<file path="config.mk">
export PLATFORM = sky130hd
export DESIGN_NAME = mem_arbiter
export DESIGN_NICKNAME = d
export VERILOG_FILES = /design/src/logic/rhythm_pkg.sv /design/src/logic/mem_arbiter.sv
export SDC_FILE = /design/constraint.sdc
export NUM_CORES = 1
export LEC_CHECK = 0
export ABC_AREA = 0
export BUFFER_PORTS_ARGS = -buffer_cell sky130_fd_sc_hd__buf_2
export CELL_PAD_IN_SITES_DETAIL_PLACEMENT = 1
export CELL_PAD_IN_SITES_GLOBAL_PLACEMENT = 2
export CORE_ASPECT_RATIO = 1.75
export CORE_MARGIN = 5
export CORE_UTILIZATION = 17
export CTS_CLUSTER_SIZE = 10
export DETAILED_ROUTE_END_ITERATION = 16
export PLACE_DENSITY_LB_ADDON = 0.1
export SLEW_MARGIN = 25
export SYNTH_ARGS = -nofsm -noshare
export SYNTH_HDL_FRONTEND = slang
export SYNTH_SLANG_ARGS = --single-unit
</file>
<file path="constraint.sdc">
create_clock -name clk_i -period 2.2 [get_ports clk_i]
set_input_delay 0.44 -clock clk_i [delete_from_list [all_inputs] [get_ports clk_i]]
set_output_delay 0.44 -clock clk_i [all_outputs]
set_load 0.02 [all_outputs]
</file>
<file path="src/logic/rhythm_pkg.sv">
/*
 * rhythm audio package
 * common types for the sample path of the rhythm game board,
 * used by the loader, the memory arbiter, the player and the display
 */
`default_nettype none

package rhythm_pkg;

	// ==================================================
	// basic widths
	// ==================================================
	typedef logic [15:0] sample_t;	// one audio word, signed by convention
	typedef logic [9:0]  addr_t;	// word address into sample memory
	typedef logic [6:0]  seg_t;	// active low, segment a in bit 0

	// ==================================================
	// memory client command
	// ==================================================
	// held by the client for as long as its req is high
	typedef struct packed {
		addr_t   addr;		// word address
		sample_t wdata;		// write data, ignored on reads
		logic    we;		// 1 write, 0 read
	} mem_req_t;

	// ==================================================
	// player FSM
	// ==================================================
	typedef enum logic [1:0] {
		IDLE         = 2'd0,	// just out of reset
		WAIT_PREFILL = 2'd1,	// waiting for enough stored words
		RUN          = 2'd2,	// frames going out
		DONE         = 2'd3	// all words played
	} play_state_e;

endpackage

`default_nettype wire

</file>
<file path="src/logic/mem_arbiter.sv">
/*
 * memory arbiter
 * shares the single-port sample memory between loader and player,
 * fixed priority to the loader, four-phase on both client ports
 */
`default_nettype none

module mem_arbiter (
	input  wire                  clk_i,
	input  wire                  arst_n_i,
	// loader client
	input  wire                  ld_req_i,
	input  rhythm_pkg::mem_req_t ld_cmd_i,
	output logic                 ld_ack_o,
	// player client
	input  wire                  pl_req_i,
	input  rhythm_pkg::mem_req_t pl_cmd_i,
	output logic                 pl_ack_o,
	output rhythm_pkg::sample_t  pl_rdata_o,
	// memory side
	output rhythm_pkg::mem_req_t ram_cmd_o,
	output logic                 ram_en_o,
	input  rhythm_pkg::sample_t  ram_rdata_i
);

	typedef enum logic [1:0] {AR_IDLE, AR_ISSUE, AR_LAT, AR_ACK} arb_state_e;

	arb_state_e          state_q;
	logic                gnt_ld_q;	// 1 loader owns the memory, 0 player
	logic                ack_q;
	rhythm_pkg::sample_t rdata_q;	// read word held for the ack phase
	logic                gnt_req;

	// req of whichever client holds the grant
	assign gnt_req = gnt_ld_q ? ld_req_i : pl_req_i;

	// ==================================================
	// grant and access sequencing
	// ==================================================
	always_ff @(posedge clk_i or negedge arst_n_i) begin
		if (!arst_n_i) begin
			state_q  <= AR_IDLE;
			gnt_ld_q <= 1'b0;
			ack_q    <= 1'b0;
		end else begin
			case (state_q)
				AR_IDLE: begin
					// both acks are low in here
					if (ld_req_i || pl_req_i) begin
						gnt_ld_q <= ld_req_i;	// loader wins a tie
						state_q  <= AR_ISSUE;
					end
				end
				AR_ISSUE: state_q <= AR_LAT;	// memory does the access this edge
				AR_LAT: begin
					ack_q   <= 1'b1;
					state_q <= AR_ACK;
				end
				default: begin
					if (!gnt_req) begin	// return to zero
						ack_q   <= 1'b0;
						state_q <= AR_IDLE;
					end
				end
			endcase
		end
	end

	// capture read data at the end of the latency cycle
	always_ff @(posedge clk_i) begin
		if (state_q == AR_LAT) rdata_q <= ram_rdata_i;
	end

	// ==================================================
	// outputs
	// ==================================================
	assign ram_en_o   = (state_q == AR_ISSUE);	// one access per grant
	assign ram_cmd_o  = gnt_ld_q ? ld_cmd_i : pl_cmd_i;
	assign ld_ack_o   = ack_q & gnt_ld_q;
	assign pl_ack_o   = ack_q & ~gnt_ld_q;
	assign pl_rdata_o = rdata_q;	// valid while pl ack is high

endmodule

`default_nettype wire

</file>
==> metrics.cfg, run 1 <==
[clocking]
clock_latency_ps=250
cts_tree=done
cts_setup_buffers=0
cts-root-buf=clkbuf_8
cts-buffers-inserted=3
clock_sinks=20
cts_buffer_depth=2
path_clk_slew_ps=70
h-tree-depth=1

[critical_path]
startpoint_type=register
critical_path_class=register to output pin
cp_slowest_stage_delay_ps=390
worst_setup_path_end_kind=output pin
critPathSlowestCell=mux2_2
rr_worst_depth=5
worstPathCellList=buf_4 -> mux2_2 -> buf_2
worstPathArrival_ps=1500
required_ps=1760
cp_max_fo=31

[sta]
slew_violations=0
fin_crit_ps=1937
fmax_ghz=0.5164
rsz0062_at_grt=false
finalCritPeriodShare=0.8802
slew-limit-headroom=0.7351
hold_viol=0
worst_pin_slew_ps=397.4
finClkSkew_ps=0.5830
setup_tns_ps=0
setup_viol=0

[placed_design]
dp_cells=271
post_dp_cell_area_sq_mm=0.001769
dp_hpwl_microns=3564
io_buffers=119
routabilityCongestion=0.7885

[logic_synthesis]
ys_seq_elements=20
synthTopCellsByArea=edfxtp_1, mux2_2, dfrtp_1, ha_1, a22o_1
synth_top_cell_area_share=0.4476
ys_warn_count=0
syn_area_sq_mm=0.001074
synth_nets=151
netlist_instances=73
yosysUniqueCellTypes=18
avgSynthCellArea_sq_um=14.71
yosys.area.top_type=edfxtp_1
synth_seq_area_share=0.5408

[grt]
grt-ovfl-total=0
grt.total_usage=0.09604
grt_pass1_vias=1296
grt_start_max_net_pins=32
grt_pass1_wl_microns=6023
antenna_found_initial=0

[final_layout]
syn2layout_area_growth_pct=69.93
multi_input_area_sq_um=470.5
antenna_cells=0
drive_gt1_frac=0.7755
finish.instance_area_sq_mm=0.001824
fillCellCount=747
regArea_sq_um=580.6
final_cell_count_no_fill=276
nets=275
final_util=0.2951

[power_and_ir_drop]
ir_worst_vdd_mv=0.3079
total_power_w=0.002217
p_leak_nw=0.8957
pwr_density_cell_mw_per_mm2=1215

[floorplan]
die-area_sq_mm=0.008067
rows=38
start_util=0.1737
core_sq_mm=0.006181
io_pins=120
die_h_microns=115.1
die_w_microns=70.07

[routing]
antenna_left=0
drtIter0Drc=22
vias_per_cell=4.047
routedWlPerCell_microns=14.86
vias=1117
first_pass_iters=2
wirelength_microns=4100
drc_errors=0

[min_path]
hold_depth=1
min_path_type=input pin to register

[outcome]
status=finished, final reports clean

[flow_run]
max_cap_violations=0

-- routing by layer --
layer / global-route usage / up-vias / wire [microns]
li1: - / 522 / -
met1: 0.08499 / 525 / 1315
met2: 0.2034 / 68 / 2413
met3: 0.02625 / 2 / 344
met4: 0.02685 / 0 / 27
met5: 0 / - / 0
-- critical path: cells and delay by family, from the launching register on --
kind / cells / cell delay [ps]
DFF: 1 / 330
buffers and inverters: 2 / 510
muxes: 1 / 390
-- cell usage after synthesis (all sizes together) --
cell,number
ha,4
or3b,1
o211ai,1
nor2,2
buf,3
inv,2
or4,1
and2,1
a22o,2
mux2i,1
edfxtp,16
o41ai,1
nand2,3
o311ai,1
nor2b,1
mux2,28
dfrtp,4
o21ai,1
-- timing repair --
action	4_1_cts	5_1_grt
gates resized for setup	0	0
endpoints found under the hold margin	4	0
hold buffers	1	0
-- power by group --
group | internal, W | total (W) | switching [W] | leakage [nW]
Sequential | 0.000579 | 0.000628 | 0.0000491 | 0.199
Clock | 0.000124 | 0.000241 | 0.000117 | 0.0231
Combinational | 0.000549 | 0.00135 | 0.000798 | 0.674
Total | 0.00125 | 0.00222 | 0.000964 | 0.896
-- logic make-up after synthesis --
family / count (synthesis) / synth area share
simple gates: 9 / 0.04430
buf+inv: 5 / 0.02098
fa+ha+maj: 4 / 0.04662
compound gates: 6 / 0.04429
flops: 20 / 0.5408
mux: 29 / 0.3030
-- registers in the layout, summed over array words and instances, names as in the netlist --
signal and flops:
pl_rdata_o 16, gnt_ld_q 1, state_q 2, ack_q 1
-- metrics by stage --
| stage | setup WS, ps | hold WS (ps) |
|---|---|---|
| finish | 263.5 | 358.6 |
| global route | 167.1 | 344.9 |
| CTS | 223.9 | 348.3 |
| detailed placement | 418.8 | 265.0 |
| global placement | 522.2 | 260.3 |
| floorplan | 441.1 | 144.4 |
-- cells in the final DEF (no fill, tap or decap), types with 2 or more instances in the layout --
cell type	instances
mux2_2	28
buf_4	2
clkbuf_8	3
a22o_1	2
dfrtp_1	4
inv_1	2
edfxtp_1	16
ha_1	4
buf_2	119
nor2_1	2
nand2_1	3
-- worst paths after layout --
check / slack, ps / from / end
max in group asynchronous: 1550 / arst_n_i / state_q[1]
setup reg to reg: 390 / state_q[0] / state_q[1]
setup / recovery: 260 / gnt_ld_q / ram_cmd_o[0]
min in group asynchronous: 520 / arst_n_i / state_q[0]
hold / removal: 360 / ram_rdata_i[8] / pl_rdata_o[8]
hold reg to reg: 540 / ack_q / ack_q
-- cell type report --
type | instances | share of cell area
Multi-Input combinational cell | 48 | 0.2579
Sequential cell | 20 | 0.3182
Timing Repair Buffer | 122 | 0.3402
Clock inverter | 1 | 0.002058
Tap cell | 80 | 0.05487
Inverter | 2 | 0.004115
Clock buffer | 3 | 0.02263
(Power assumes the default switching activity.)
==> run 2: changes to the inputs <==
--- a/config.mk
+++ b/config.mk
@@ -6,6 +6,7 @@
 export NUM_CORES = 1
 export LEC_CHECK = 0
 export ABC_AREA = 0
+export ABC_CLOCK_PERIOD_IN_PS = 2200
 export BUFFER_PORTS_ARGS = -buffer_cell sky130_fd_sc_hd__buf_2
 export CELL_PAD_IN_SITES_DETAIL_PLACEMENT = 1
 export CELL_PAD_IN_SITES_GLOBAL_PLACEMENT = 2
@@ -15,6 +16,7 @@
 export CTS_CLUSTER_SIZE = 10
 export DETAILED_ROUTE_END_ITERATION = 16
 export PLACE_DENSITY_LB_ADDON = 0.1
+export REMOVE_ABC_BUFFERS = 1
 export SLEW_MARGIN = 25
 export SYNTH_ARGS = -nofsm -noshare
 export SYNTH_HDL_FRONTEND = slang
==> run 2 against run 1 <==
Effect of this change: combinational power hardly changed; core utilization is 0.36 points higher; critical path depth unchanged; highest routed layer unchanged; clock skew is 6.9 ps higher; worst hold slack got worse by 2.5 ps; critical path type unchanged; largest cell class unchanged.
==> metrics.cfg, run 2 (synthesis gave the netlist of run 1 again) <==
[outcome]
status=finished, final reports clean  ; unchanged

[clocking]
hold_buffers=1  ; unchanged
cts_resized=0  ; unchanged
cts_tree=done  ; unchanged
clock_latency_ps=250  ; about the same
clock_sinks=20  ; unchanged
cts_buffer_depth=2  ; unchanged
cts-root-buf=clkbuf_8  ; unchanged
cts-buffers-inserted=3  ; unchanged
path_clk_slew_ps=70  ; about the same
cts_setup_buffers=0  ; unchanged
h-tree-depth=1  ; unchanged

[critical_path]
startpoint_type=register  ; unchanged
r2r_end=state_q[1]  ; unchanged
critical_path_class=register to output pin  ; unchanged
cp_max_fo=29  ; was 31
critPathSlowestCell=dfrtp_1  ; was mux2_2
required_ps=1760  ; about the same
worst_setup_path_end_kind=output pin  ; unchanged
worstPathCellList=buf_12 -> mux2_2 -> buf_2  ; was buf_4 -> mux2_2 -> buf_2
rr_worst_depth=5  ; unchanged
cp_slowest_stage_delay_ps=430  ; was 390 ps
worstPathArrival_ps=1430  ; was 1500 ps
timing.reg2reg.setup_slack_ps=440  ; was 390 ps
worstReg2RegStart=state_q[0]  ; unchanged

[routing]
drtIter0Drc=31  ; was 22
drc_errors=0  ; unchanged
routedWlPerCell_microns=15.04  ; was 14.86 microns
vias_per_cell=4.040  ; was 4.047
vias=1115  ; was 1117
antenna_left=0  ; unchanged
wirelength_microns=4151  ; was 4100 microns
first_pass_iters=2  ; unchanged

[power_and_ir_drop]
p_leak_nw=0.9061  ; was 0.8957 nW
ir_worst_vdd_mv=0.3139  ; was 0.3079 mV
pwr_density_cell_mw_per_mm2=1228  ; was 1215 mW/mm^2

[sta]
hold_viol=0  ; unchanged
fmax_ghz=0.5358  ; was 0.5164 GHz
finalCritPeriodShare=0.8484  ; was 0.8802
rsz0062_at_grt=false  ; unchanged
slew_violations=0  ; unchanged
setup_viol=0  ; unchanged
finClkSkew_ps=7.468  ; was 0.5830 ps
worst_pin_slew_ps=315.6  ; was 397.4 ps
slew-limit-headroom=0.7869  ; was 0.7351
setup_tns_ps=0  ; unchanged
setup_ws_ps=333.6  ; was 263.5 ps
fin_crit_ps=1866  ; was 1937 ps

[floorplan]
rows=38  ; unchanged
start_util=0.1737  ; unchanged
die_h_microns=115.1  ; unchanged
core_sq_mm=0.006181  ; unchanged
die_w_microns=70.07  ; unchanged
die-area_sq_mm=0.008067  ; unchanged
io_pins=120  ; unchanged

[grt]
antenna_found_initial=0  ; unchanged
grt.total_usage=0.1024  ; was 0.09604
grt_util_met2=0.2123  ; was 0.2034
grt-ovfl-total=0  ; unchanged
met1_usage=0.09252  ; was 0.08499
busiest_layer=met2  ; unchanged
grt_pass1_vias=1336  ; was 1296
grt_use_met3=0.03237  ; was 0.02625
grt_start_max_net_pins=30  ; was 32
grt_pass1_wl_microns=6610  ; was 6023 microns

[final_layout]
final_cell_mix=buf_2, mux2_2, edfxtp_1  ; unchanged
finish.instance_area_sq_mm=0.001847  ; was 0.001824 sq mm
layout_commonest_cell=buf_2  ; unchanged
multi_input_area_sq_um=470.5  ; unchanged
drive_gt1_frac=0.7806  ; was 0.7755
syn2layout_area_growth_pct=72.03  ; was 69.93%
final_util=0.2988  ; was 0.2951
antenna_cells=0  ; unchanged
nets=275  ; unchanged
largest_register_ffs=16  ; unchanged
fillCellCount=741  ; was 747
regArea_sq_um=580.6  ; unchanged

[placed_design]
place_ws_ps=423.7  ; was 418.8 ps
dp_hpwl_microns=3778  ; was 3564 microns
post_dp_cell_area_sq_mm=0.001782  ; was 0.001769 sq mm
routabilityCongestion=0.6839  ; was 0.7885
io_buffers=119  ; unchanged

[min_path]
whs_endpoint=pl_rdata_o[12]  ; was pl_rdata_o[8]
min_path_type=input pin to register  ; unchanged
hold_depth=1  ; unchanged
min_from=ram_rdata_i[12]  ; was ram_rdata_i[8]

[flow_run]
max_cap_violations=0  ; unchanged

## run 2: cell count changes in the layout (fill, tap and decap cells not counted), sizes merged
| cell | before | now |
|---|---|---|
| clkbuf | 3 | 4 |
| clkinv | 1 | 0 |
## run 2: power by group
group,internal [W],leakage (nW),switching [W],total [W]
combinational,0.000575,0.678,0.000786,0.00136
sequential,0.000579,0.199,0.0000580,0.000637
clock,0.000159,0.0288,0.000112,0.000270
## run 2: routing by layer
metal  share of wire  vias up
met5               0        -
met4          0.0055        0
met3            0.10        2
met2            0.58       83
met1            0.31      505
li1                -      525
## run 2: stage by stage
| stage | std cells | power (W) | hold WS, ps |
|---|---|---|---|
| 2_1_floorplan | 70 | 0.001540 | 144.4 |
| 3_3_place_gp | 271 | 0.002011 | 257.4 |
| 3_5_place_dp | 271 | 0.002039 | 266.1 |
| 4_1_cts | 276 | 0.002326 | 344.3 |
| 5_1_grt | 276 | 0.002435 | 341.2 |
| 6_report | 276 | 0.002268 | 356.1 |
## run 2: worst max-delay path by stage
stage / startpoint / cells past startpoint / slack, ps / end
after floorplan: gnt_ld_q / 3 / 320 / state_q[1]
after global placement: state_q[0] / 5 / 500 / state_q[1]
after detailed placement: state_q[0] / 5 / 420 / state_q[1]
after CTS: gnt_ld_q / 3 / 300 / ram_cmd_o[10]
after global routing: gnt_ld_q / 3 / 250 / ram_cmd_o[5]
final: gnt_ld_q / 3 / 330 / ram_cmd_o[16]
## run 2: final cells by class
type | count | share of cell area
Clock buffer | 4 | 0.02981
Inverter | 2 | 0.004065
Multi-Input combinational cell | 48 | 0.2547
Sequential cell | 20 | 0.3144
Tap cell | 80 | 0.05420
Timing Repair Buffer | 122 | 0.3428
## run 2: worst max-delay path, delay by kind of cell (launching register included)
family	cells	cell delay, ps
buf+inv	2	370
mux	1	350
flops	1	430
==> run 3: changes to the inputs <==
--- a/config.mk
+++ b/config.mk
@@ -6,13 +6,13 @@
 export NUM_CORES = 1
 export LEC_CHECK = 0
 export ABC_AREA = 0
-export ABC_CLOCK_PERIOD_IN_PS = 2200
+export ABC_CLOCK_PERIOD_IN_PS = 1600
 export BUFFER_PORTS_ARGS = -buffer_cell sky130_fd_sc_hd__buf_2
 export CELL_PAD_IN_SITES_DETAIL_PLACEMENT = 1
 export CELL_PAD_IN_SITES_GLOBAL_PLACEMENT = 2
 export CORE_ASPECT_RATIO = 1.75
 export CORE_MARGIN = 5
-export CORE_UTILIZATION = 17
+export CORE_UTILIZATION = 16
 export CTS_CLUSTER_SIZE = 10
 export DETAILED_ROUTE_END_ITERATION = 16
 export PLACE_DENSITY_LB_ADDON = 0.1
==> constraint.sdc (replaced) <==
create_clock -name clk_i -period 1.6 [get_ports clk_i]
set_input_delay 0.32 -clock clk_i [delete_from_list [all_inputs] [get_ports clk_i]]
set_output_delay 0.32 -clock clk_i [all_outputs]
set_load 0.02 [all_outputs]
==> run 3 against run 2 <==
Effect of this change: the flow now finishes with violations (negative setup slack); critical endpoint is now ram_cmd_o[18]; clock skew is 2.9 ps lower; largest cell class unchanged; global-route usage is 0.88 points lower; critical path type unchanged; critical path depth stayed put; cell count is 4.3% higher; sequential share of layout area is 3.7 points lower; worst hold slack worse by 110 ps; flip-flop and latch count stayed put; highest routed layer unchanged; wire length is 5.9% higher.
==> metrics.cfg, run 3 (synthesis gave the netlist of run 1 again) <==
[power_and_ir_drop]
total_power_w=0.003860  ; was 0.002268 W
switching_share=0.3901  ; was 0.4212
p_int_w=0.002354  ; was 0.001312 W
clkPwrFrac=0.143  ; was 0.119
ir_worst_vdd_mv=0.5720  ; was 0.3139 mV
p_seq_frac=0.232  ; was 0.281
combPwrFrac=0.626  ; was 0.600
p_sw_w=0.001506  ; was 0.0009551 W
p_leak_nw=1.016  ; was 0.9061 nW
pwr_density_cell_mw_per_mm2=1843  ; was 1228 mW/mm^2

[routing]
wirelength_microns=4395  ; was 4151 microns
vias=1175  ; was 1115
drtIter0Drc=13  ; was 31
first_pass_iters=2  ; unchanged
vias_per_cell=4.080  ; was 4.040
drc_errors=0  ; unchanged
routedWlPerCell_microns=15.26  ; was 15.04 microns
antenna_left=0  ; unchanged

[grt]
grt_pass1_wl_microns=6327  ; was 6610 microns
grt_use_met3=0.03823  ; was 0.03237
antenna_found_initial=0  ; unchanged
grt-ovfl-total=0  ; unchanged
grt.total_usage=0.09357  ; was 0.1024
grt_util_met2=0.1826  ; was 0.2123
grt_start_max_net_pins=31  ; was 30
met1_usage=0.08534  ; was 0.09252
busiest_layer=met2  ; unchanged
grt_pass1_vias=1315  ; was 1336

[clocking]
cts-buffers-inserted=3  ; unchanged
path_clk_slew_ps=60  ; was 70 ps
clock_sinks=20  ; unchanged
cts-root-buf=clkbuf_16  ; was clkbuf_8
h-tree-depth=1  ; unchanged
clock_latency_ps=250  ; about the same
cts_tree=done  ; unchanged
cts_buffer_depth=2  ; unchanged

[sta]
hold_viol=0  ; unchanged
setup_viol=27  ; was 0
finalCritPeriodShare=1.067
fin_crit_ps=1707
setup_ws_ps=-106.7  ; was 333.6 ps
slew-limit-headroom=0.6909  ; was 0.7869
fmax_ghz=0.5859
finClkSkew_ps=4.527  ; was 7.468 ps
slew_violations=0  ; unchanged
rsz0062_at_grt=true  ; was false
setup_tns_ps=-2445  ; was 0 ps
worst_pin_slew_ps=450.7  ; was 315.6 ps

[placed_design]
place_ws_ps=-35.61  ; was 423.7 ps
dp_cells=275  ; was 271
routabilityCongestion=0.7023  ; was 0.6839
io_buffers=119  ; unchanged
post_dp_cell_area_sq_mm=0.001799  ; was 0.001782 sq mm
dp_hpwl_microns=3610  ; was 3778 microns

[critical_path]
startpoint_type=register  ; unchanged
critical_path_class=register to output pin  ; unchanged
cp_max_fo=15  ; was 29
required_ps=1280  ; was 1760 ps
worstPathArrival_ps=1390  ; was 1430 ps
worst_setup_path_end_kind=output pin  ; unchanged

[final_layout]
finish.instance_area_sq_mm=0.002095  ; was 0.001847 sq mm
final_cell_mix=buf_2, mux2_2, buf_4, edfxtp_1  ; was buf_2, mux2_2, edfxtp_1
final_cell_count_no_fill=288  ; was 276
antenna_cells=0  ; unchanged
syn2layout_area_growth_pct=95.10  ; was 72.03%
largest_register_ffs=16  ; unchanged
nets=285  ; was 275
drive_gt1_frac=0.8350  ; was 0.7806
layout_commonest_cell=buf_2  ; unchanged

[outcome]
failed_checks=negative setup slack
status=finished, violations left  ; was finished, final reports clean

[floorplan]
die_h_microns=118.4  ; was 115.1 microns
die-area_sq_mm=0.008512  ; was 0.008067 sq mm
start_util=0.1642  ; was 0.1737
io_pins=120  ; unchanged
core_sq_mm=0.006539  ; was 0.006181 sq mm
rows=39  ; was 38
die_w_microns=71.92  ; was 70.07 microns

[min_path]
min_path_type=input pin to register  ; unchanged

[flow_run]
max_cap_violations=0  ; unchanged

run 3: path summary, 6_finish.rpt:
check | slack (ps) | from | cells past startpoint | endpoint
setup / recovery | -110 | gnt_ld_q | 3 | ram_cmd_o[18]
hold reg to reg | 530 | ack_q | 1 | ack_q
min in group asynchronous | 430 | arst_n_i | 2 | gnt_ld_q
hold / removal | 250 | ram_rdata_i[7] | 1 | pl_rdata_o[7]
max in group asynchronous | 1020 | arst_n_i | 2 | gnt_ld_q
setup reg to reg | 10 | state_q[0] | 5 | state_q[1]
run 3: per-stage QoR:
step | utilization | hold slack (ps)
floorplan | - | 24.41
global placement | 0.2752 | 145.2
detailed placement | 0.2752 | 147.7
CTS | 0.2979 | 240.4
global route | 0.3203 | 233.5
finish | 0.3203 | 245.1
run 3: critical path, cell delays in order (launching register included):
cell	delay (ps)
dfrtp_2	440
buf_12	180
mux2_2	350
buf_2	160
run 3: cell type report:
type | count | area [sq um]
fillers | 787 | 4444
repair buffers | 132 | 765.7
flip-flops and latches | 20 | 581.8
multi-input cells | 48 | 548.0
well taps | 82 | 102.6
clock buffers | 4 | 88.84
inverters | 2 | 7.507
run 3: per-layer routing:
metal,vias to the layer above,routed length [microns]
met1,535,1395
li1,545,-
met2,93,2419
met3,2,565
met5,-,0
met4,0,14
run 3: what timing repair did:
| action | 4_1_cts | 5_1_grt |
|---|---|---|
| gates cloned | 0 | 1 |
| pin swaps | 1 | 2 |
| resized for setup | 8 | 23 |
| endpoints found under the hold margin | 4 | 0 |
| setup endpoints to repair | 29 | 29 |
| setup buffers | 4 | 3 |
| hold buffers | 1 | 0 |
run 3: power groups by stage:
| stage | combinational [W] | sequential (W) | clock (W) |
|---|---|---|---|
| 4_1_cts | 0.00208 | 0.000876 | 0.000569 |
| 3_3_place_gp | 0.00192 | 0.000879 | 0 |
| 3_5_place_dp | 0.00196 | 0.000886 | 0 |
| 6_report | 0.00241 | 0.000894 | 0.000552 |
| 5_1_grt | 0.00258 | 0.000918 | 0.000592 |
| 2_1_floorplan | 0.000982 | 0.00114 | 0 |
